===== config.mk =====
export PLATFORM = sky130hd
export DESIGN_NAME = mouse_uart_top
export DESIGN_NICKNAME = d
export VERILOG_FILES = /design/src/source/mouse_uart_pkg.sv /design/src/source/mouse_uart_top.sv /design/src/source/spart.sv /design/src/source/spart_tx.sv /design/src/source/baud_gen.sv /design/src/source/spart_driver.sv /design/src/source/packet_capture.sv
export SDC_FILE = /design/constraint.sdc
export NUM_CORES = 1
export LEC_CHECK = 0
export ABC_AREA = 0
export BUFFER_PORTS_ARGS = -buffer_cell sky130_fd_sc_hd__clkbuf_2
export CAP_MARGIN = 10
export CORE_AREA = 8 8 112 114
export CTS_CLUSTER_SIZE = 25
export DETAILED_ROUTE_END_ITERATION = 10
export DIE_AREA = 0 0 120 122
export PLACE_DENSITY = 0.68
export SYNTH_ARGS = -nofsm -noshare
export SYNTH_HDL_FRONTEND = slang
export SYNTH_HIERARCHICAL = 1
export SYNTH_SLANG_ARGS = --single-unit

===== constraint.sdc =====
create_clock -name clk -period 4.16 [get_ports clk]
set_input_delay 0.832 -clock clk [delete_from_list [all_inputs] [get_ports clk]]
set_output_delay 0.832 -clock clk [all_outputs]
set_load 0.005 [all_outputs]

===== src/source/mouse_uart_pkg.sv =====
package mouse_uart_pkg;

    //////////////////////////////
    // Basic widths
    //////////////////////////////
    typedef logic [7:0]  byte_t;
    typedef logic [15:0] divisor_t;
    typedef logic [1:0]  reg_addr_t;
    typedef logic [1:0]  br_cfg_t;
    typedef logic [1:0]  packet_idx_t;

    // Three-byte mouse report with the status byte first
    typedef struct packed {
        byte_t status;
        byte_t x;
        byte_t y;
    } mouse_packet_t;

    // One-way write bus into the SPART
    typedef struct packed {
        logic      write;
        reg_addr_t addr;
        byte_t     wdata;
    } spart_bus_t;

    typedef enum logic [2:0] {
        load_low,
        load_high,
        wait_packet,
        send_status,
        send_x,
        send_y
    } driver_state_t;

    //////////////////////////////
    // Register map
    //////////////////////////////
    localparam reg_addr_t REG_TX_DATA  = 2'd0;
    localparam reg_addr_t REG_DIV_LOW  = 2'd2;
    localparam reg_addr_t REG_DIV_HIGH = 2'd3;

    // Divisor per baud selection
    localparam divisor_t DIV_CFG0 = 16'd1301;
    localparam divisor_t DIV_CFG1 = 16'd650;
    localparam divisor_t DIV_CFG2 = 16'd325;
    localparam divisor_t DIV_CFG3 = 16'd162;

    localparam int OVERSAMPLE = 16;
    // Start, eight data, stop
    localparam int FRAME_BITS = 10;

    function automatic divisor_t div_lookup(input br_cfg_t cfg);
        divisor_t div;
        case (cfg)
            2'd0:    div = DIV_CFG0;
            2'd1:    div = DIV_CFG1;
            2'd2:    div = DIV_CFG2;
            default: div = DIV_CFG3;
        endcase
        return div;
    endfunction

    // MSB ends up in bit 0
    function automatic byte_t bit_reverse(input byte_t b);
        byte_t r;
        for (int i = 0; i < 8; i++) begin
            r[i] = b[7 - i];
        end
        return r;
    endfunction

endpackage

===== src/source/mouse_uart_top.sv =====
`timescale 1ns/1ns

module mouse_uart_top (
    input  logic                          clk,
    input  logic                          rst,
    input  mouse_uart_pkg::br_cfg_t       br_cfg,
    input  mouse_uart_pkg::mouse_packet_t packet_in,
    input  logic                          packet_valid,
    output logic                          txd,
    output logic [1:0]                    status_bits
);

    logic                          dav;
    logic                          packet_ack;
    logic                          tbr;
    mouse_uart_pkg::mouse_packet_t packet;
    mouse_uart_pkg::spart_bus_t    bus;

    packet_capture i_capture (
        .clk          (clk),
        .rst          (rst),
        .packet_in    (packet_in),
        .packet_valid (packet_valid),
        .packet_ack   (packet_ack),
        .dav          (dav),
        .packet       (packet)
    );

    spart_driver i_driver (
        .clk         (clk),
        .rst         (rst),
        .br_cfg      (br_cfg),
        .dav         (dav),
        .packet      (packet),
        .tbr         (tbr),
        .bus         (bus),
        .packet_ack  (packet_ack),
        .status_bits (status_bits)
    );

    spart i_spart (
        .clk (clk),
        .rst (rst),
        .bus (bus),
        .txd (txd),
        .tbr (tbr)
    );

endmodule


===== src/source/spart.sv =====
`timescale 1ns/1ns

module spart (
    input  logic                       clk,
    input  logic                       rst,
    input  mouse_uart_pkg::spart_bus_t bus,
    output logic                       txd,
    output logic                       tbr
);

    mouse_uart_pkg::divisor_t divisor_q;
    logic                     baud_en;
    logic                     tx_load;

    //////////////////////////////
    // Divisor registers
    //////////////////////////////
    always_ff @(posedge clk or posedge rst) begin
        if (rst) begin
            divisor_q <= '0;
        end else if (bus.write) begin
            case (bus.addr)
                mouse_uart_pkg::REG_DIV_LOW:  divisor_q[7:0]  <= bus.wdata;
                mouse_uart_pkg::REG_DIV_HIGH: divisor_q[15:8] <= bus.wdata;
                // Address 1 has no register behind it
                default: ;
            endcase
        end
    end

    assign tx_load = bus.write && (bus.addr == mouse_uart_pkg::REG_TX_DATA);

    baud_gen i_baud_gen (
        .clk     (clk),
        .rst     (rst),
        .divisor (divisor_q),
        .enable  (baud_en)
    );

    spart_tx i_spart_tx (
        .clk    (clk),
        .rst    (rst),
        .enable (baud_en),
        .load   (tx_load),
        .data   (bus.wdata),
        .txd    (txd),
        .tbr    (tbr)
    );

endmodule


===== src/source/spart_tx.sv =====
`timescale 1ns/1ns

module spart_tx (
    input  logic                  clk,
    input  logic                  rst,
    input  logic                  enable,
    input  logic                  load,
    input  mouse_uart_pkg::byte_t data,
    output logic                  txd,
    output logic                  tbr
);

    localparam int OS_W = $clog2(mouse_uart_pkg::OVERSAMPLE);

    logic [8:0]      shift_q;
    logic            started;
    logic [OS_W-1:0] os_cnt;
    logic [3:0]      bit_cnt;
    logic            bit_end;

    assign bit_end = (os_cnt == OS_W'(mouse_uart_pkg::OVERSAMPLE - 1));

    //////////////////////////////
    // Frame sequencer
    //////////////////////////////
    always_ff @(posedge clk or posedge rst) begin
        if (rst) begin
            txd     <= 1'b1;
            tbr     <= 1'b1;
            started <= 1'b0;
            os_cnt  <= '0;
            bit_cnt <= '0;
            shift_q <= '1;
        end else if (load && tbr) begin
            // Stop bit rides above the data
            shift_q <= {1'b1, data};
            tbr     <= 1'b0;
            started <= 1'b0;
        end else if (!tbr && enable) begin
            if (!started) begin
                // Start bit lines up with a baud tick
                started <= 1'b1;
                txd     <= 1'b0;
                os_cnt  <= '0;
                bit_cnt <= '0;
            end else if (bit_end) begin
                os_cnt <= '0;
                if (bit_cnt == 4'(mouse_uart_pkg::FRAME_BITS - 1)) begin
                    tbr     <= 1'b1;
                    started <= 1'b0;
                    txd     <= 1'b1;
                end else begin
                    bit_cnt <= bit_cnt + 1'b1;
                    txd     <= shift_q[0];
                    shift_q <= {1'b1, shift_q[8:1]};
                end
            end else begin
                os_cnt <= os_cnt + 1'b1;
            end
        end
    end

endmodule


===== src/source/baud_gen.sv =====
`timescale 1ns/1ns

module baud_gen (
    input  logic                     clk,
    input  logic                     rst,
    input  mouse_uart_pkg::divisor_t divisor,
    output logic                     enable
);

    mouse_uart_pkg::divisor_t count;
    mouse_uart_pkg::divisor_t div_q;
    logic                     div_changed;

    // A new divisor restarts the period from the top
    assign div_changed = (divisor != div_q);

    //////////////////////////////
    // Down-counter
    //////////////////////////////
    always_ff @(posedge clk or posedge rst) begin
        if (rst) begin
            count  <= '0;
            div_q  <= '0;
            enable <= 1'b0;
        end else if (div_changed) begin
            div_q  <= divisor;
            count  <= divisor;
            enable <= 1'b0;
        end else if (count == '0) begin
            // One pulse every div_q+1 cycles
            count  <= div_q;
            enable <= 1'b1;
        end else begin
            count  <= count - 1'b1;
            enable <= 1'b0;
        end
    end

endmodule


===== src/source/spart_driver.sv =====
`timescale 1ns/1ns

module spart_driver (
    input  logic                          clk,
    input  logic                          rst,
    input  mouse_uart_pkg::br_cfg_t       br_cfg,
    input  logic                          dav,
    input  mouse_uart_pkg::mouse_packet_t packet,
    input  logic                          tbr,
    output mouse_uart_pkg::spart_bus_t    bus,
    output logic                          packet_ack,
    output logic [1:0]                    status_bits
);

    mouse_uart_pkg::driver_state_t state_q;
    mouse_uart_pkg::driver_state_t state_d;
    mouse_uart_pkg::divisor_t      div;
    mouse_uart_pkg::byte_t         status_q;
    logic                          status_write;

    assign div = mouse_uart_pkg::div_lookup(br_cfg);

    //////////////////////////////
    // State register
    //////////////////////////////
    always_ff @(posedge clk or posedge rst) begin
        if (rst) begin
            state_q <= mouse_uart_pkg::load_low;
        end else begin
            state_q <= state_d;
        end
    end

    //////////////////////////////
    // Next state and bus
    //////////////////////////////
    always_comb begin
        state_d    = state_q;
        bus.write  = 1'b0;
        bus.addr   = mouse_uart_pkg::REG_TX_DATA;
        bus.wdata  = '0;
        packet_ack = 1'b0;

        unique case (state_q)
            mouse_uart_pkg::load_low: begin
                bus.write = 1'b1;
                bus.addr  = mouse_uart_pkg::REG_DIV_LOW;
                bus.wdata = div[7:0];
                state_d   = mouse_uart_pkg::load_high;
            end
            mouse_uart_pkg::load_high: begin
                bus.write = 1'b1;
                bus.addr  = mouse_uart_pkg::REG_DIV_HIGH;
                bus.wdata = div[15:8];
                state_d   = mouse_uart_pkg::wait_packet;
            end
            mouse_uart_pkg::wait_packet: begin
                if (dav) begin
                    state_d = mouse_uart_pkg::send_status;
                end
            end
            mouse_uart_pkg::send_status: begin
                if (tbr) begin
                    bus.write = 1'b1;
                    bus.wdata = mouse_uart_pkg::bit_reverse(packet.status);
                    state_d   = mouse_uart_pkg::send_x;
                end
            end
            mouse_uart_pkg::send_x: begin
                if (tbr) begin
                    bus.write = 1'b1;
                    bus.wdata = mouse_uart_pkg::bit_reverse(packet.x);
                    state_d   = mouse_uart_pkg::send_y;
                end
            end
            mouse_uart_pkg::send_y: begin
                if (tbr) begin
                    bus.write  = 1'b1;
                    bus.wdata  = mouse_uart_pkg::bit_reverse(packet.y);
                    // Last byte frees the capture block
                    packet_ack = 1'b1;
                    state_d    = mouse_uart_pkg::wait_packet;
                end
            end
            default: begin
                state_d = mouse_uart_pkg::wait_packet;
            end
        endcase
    end

    // Buttons latched as the status byte goes out
    assign status_write = (state_q == mouse_uart_pkg::send_status) && tbr;

    always_ff @(posedge clk or posedge rst) begin
        if (rst) begin
            status_q <= '0;
        end else if (status_write) begin
            status_q <= packet.status;
        end
    end

    assign status_bits = status_q[1:0];

endmodule


===== src/source/packet_capture.sv =====
`timescale 1ns/1ns

module packet_capture (
    input  logic                         clk,
    input  logic                         rst,
    input  mouse_uart_pkg::mouse_packet_t packet_in,
    input  logic                         packet_valid,
    input  logic                         packet_ack,
    output logic                         dav,
    output mouse_uart_pkg::mouse_packet_t packet
);

    logic take;

    // Only an empty holder accepts a new packet
    assign take = packet_valid && !dav;

    //////////////////////////////
    // Full flag
    //////////////////////////////
    always_ff @(posedge clk or posedge rst) begin
        if (rst) begin
            dav <= 1'b0;
        end else if (packet_ack) begin
            dav <= 1'b0;
        end else if (take) begin
            dav <= 1'b1;
        end
    end

    // Packet payload
    always_ff @(posedge clk) begin
        if (take) begin
            packet <= packet_in;
        end
    end

endmodule


==> impl_metrics.json <==
{
  "synthFlopType": "dfrtp_1",
  "cts_tree": "done",
  "cts_max_path_buffers": 2,
  "ys_async_sr_fraction": 0.7551,
  "crit_type": "flop to flop",
  "r2r-start": "i_driver/state_q[0]$_DFFE_PP0P_",
  "cp.depth": 6,
  "core_mm2": 0.01070,
  "critical_path.top_delay_family": "compound AO/OA/AOI/OAI gates",
  "power_density_mw_per_mm2": 334.0,
  "hold_ws_ns": 0.3881,
  "ys_warn_count": 6,
  "fin_crit_sh": 0.7034,
  "fin_worst_skew_ns": 0.01179,
  "maxSlewViolCount": 0,
  "cp-end-kind": "flop",
  "drt_iter0_markers": 91,
  "dieArea_mm2": 0.01464,
  "start_util": 0.4412,
  "post_cts_resized": 0,
  "hold_viol": 0,
  "hpwl_um": 6428,
  "htreeDepth": 3,
  "n_fill_cell": 975,
  "max-vdd-ir-drop_v": 0.0001525,
  "rsz0062_at_grt": "false",
  "dp_cells": 546,
  "clkLatencyLatePin_ns": 0.36,
  "clkSinkCount": 98,
  "root_buffer": "clkbuf_8",
  "area_growth_syn_to_layout_pct": 8.643,
  "drcViolationCount": 0,
  "antenna_found_initial": 0,
  "grt_use_total": 0.1278,
  "place.gp.congestion": 0.7964,
  "synth.distinct_cells": 63,
  "yosysSeqAreaShare": 0.5477,
  "syn-cell-area_mm2": 0.004720,
  "final_layout_size_suffix_gt1_frac": 0.2464,
  "slew_headroom": 0.3748,
  "avgSynthCellArea_um2": 11.71,
  "antenna_cells": 0,
  "cts_buffers": 9,
  "period_minus_slack_ns": 2.926,
  "r2r.worst_path.cells": 6,
  "worst-path-buf-inv": 0,
  "worstHoldPathType": "input pin to async pin",
  "grt_pass1_vias": 3064,
  "tns_ns": 0,
  "slowest_delay_ns": 0.71,
  "grt_max_degree": 26,
  "drv_cap": 0,
  "num_io_pins": 32,
  "grt_pass1_wl_um": 15080,
  "grt_remaining_overflow": 0,
  "worstPathArrival_ns": 3.21,
  "clkTransAtPathRegs_ns": 0.09,
  "num_rows": 38,
  "required_ns": 4.44,
  "placedInstanceArea_mm2": 0.004933,
  "leakagePower_nw": 2.151,
  "crit_chain": "nand2_1 > o21ai_0 > nor3b_1 > nand2_1 > o31a_1 > a221o_1",
  "hold_buffers": 0,
  "wirelength_um": 8831,
  "synthTopCellsByArea": "dfrtp_1 (34%), edfxtp_1 (15%), mux2_2 (7.4%)",
  "status": "finished clean",
  "die_w_um": 120,
  "first_pass_iters": 4,
  "final_area_mm2": 0.005127,
  "crit_top_cell": "nand2_1",
  "nNetsFinal": 451,
  "crit_path_start": "i_driver/state_q[0]$_DFFE_PP0P_",
  "multi_input_area_mm2": 0.001936,
  "seqCellArea_mm2": 0.002585,
  "synth_seq_cells": 98,
  "cts_setup_buffers": 0,
  "syn_inst": 403,
  "die_y_um": 122,
  "via_per_inst": 5.383,
  "synth_top_area_frac": 0.3393,
  "critPathMaxFanout": 17,
  "stdcell_count": 562,
  "final_antenna_net_count": 0,
  "slowest_stage": "dfrtp_1",
  "worst_pin_slew_ns": 0.9367,
  "start_kind": "flop",
  "power_w": 0.001712,
  "setup_viol": 0,
  "rrSetupSlack_ns": 1.23,
  "synth.largest_area_cell": "dfrtp_1",
  "vias": 3025,
  "routedWlPerCell_um": 15.71,
  "port_buffers": 31,
  "synthesis.nets": 437,
  "synth-edff-count": 24,
  "clock.fmax_ghz": 0.3418
}
## registers in the layout, indices dropped and copies added (netlist names)
signal	count
i_spart/i_spart_tx/shift_q	8
i_spart/i_spart_tx/started	1
i_spart/i_spart_tx/bit_cnt	4
i_capture/packet	24
i_spart/i_baud_gen/count	16
i_spart/i_spart_tx/os_cnt	4
i_capture/dav	1
i_spart/i_spart_tx/tbr	1
i_spart/divisor_q	16
i_spart/i_baud_gen/div_q	16
i_spart/i_spart_tx/txd	1
i_driver/status_q	2
i_driver/state_q	3
i_spart/i_baud_gen/enable	1
## cells in the mapped netlist (all sizes together) (6+ instances only)
cell	count
edfxtp	24
nor2	26
o21ai	6
mux2i	6
buf	9
nand2	19
a21oi	16
mux2	31
inv	14
nor4	8
nor3	7
nand3	11
xnor2	23
clkbuf	23
dfstp	10
a221o	9
and3	9
nand4	11
dfrtp	64
o211ai	6
## path summary, 6_finish.rpt
path	to
max	i_spart/i_spart_tx/shift_q[0]$_DFFE_PP1P_
min	i_capture/dav$_DFFE_PP0P_
max reg2reg	i_spart/i_spart_tx/shift_q[0]$_DFFE_PP1P_
min reg2reg	i_spart/i_baud_gen/div_q[0]$_DFFE_PP0P_
max in group asynchronous	i_spart/i_baud_gen/div_q[7]$_DFFE_PP0P_
min in group clk	i_spart/i_baud_gen/div_q[0]$_DFFE_PP0P_
## cells in the final DEF, fill, tap and decap left out, types with 5 or more instances in the layout
cell,n
nand2b_1,5
dfrtp_1,64
mux2_2,31
clkbuf_8,9
inv_1,14
edfxtp_1,24
xnor2_1,23
a221o_1,9
a31oi_1,5
clkbuf_2,31
nor2_1,26
nor4_1,6
nor2b_1,5
and3_1,9
o211ai_1,6
mux2i_1,6
nand3_1,9
nand4_1,10
nand2_1,19
dfstp_2,10
ha_1,5
a21oi_1,16
o21ai_0,6
## cell families after synthesis
kind of cell    count (synthesis)  share of synthesized area
compound gates                 69                     0.1063
fa+ha+maj                       5                    0.01326
xor+xnor                       24                    0.04454
mux                            37                    0.08669
simple gates                  124                     0.1580
flops                          98                     0.5477
buf+inv                        46                    0.04348
## cell type report
type | count | share of cell area
repair buffers | 35 | 0.03612
clock buffers | 10 | 0.02489
multi-input cells | 259 | 0.3775
inverters | 14 | 0.01025
clock inverters | 6 | 0.01293
well taps | 140 | 0.03416
flip-flops and latches | 98 | 0.5041
## through the flow
step | setup WS [ns] | utilization
5_1_grt | 0.8803 | 0.4793
4_1_cts | 1.229 | 0.4793
2_1_floorplan | 1.611 | -
3_5_place_dp | 1.238 | 0.4612
3_3_place_gp | 1.318 | 0.4612
6_report | 1.234 | 0.4793
## routing by layer
layer | global-route usage | routed length [um] | vias up
li1 | - | - | 1495
met1 | 0.1727 | 4324 | 1468
met2 | 0.2012 | 4173 | 54
met3 | 0.02776 | 228 | 8
met4 | 0.04137 | 104 | 0
met5 | 0 | 0 | -
## worst reg2reg max path: cells and delay by family (launching register included)
family           cells  cell delay [ns]
AND/OR/NAND/NOR      3             1.04
flip-flops           1             0.71
AO/OA/AOI/OAI        3             1.11
## power by group
part | switching, W | total [W] | internal, W
Sequential | 0.0000202 | 0.00102 | 0.00100
Clock | 0.000325 | 0.000605 | 0.000280
Combinational | 0.0000437 | 0.0000857 | 0.0000419
Power figures use the tool's default switching activity.
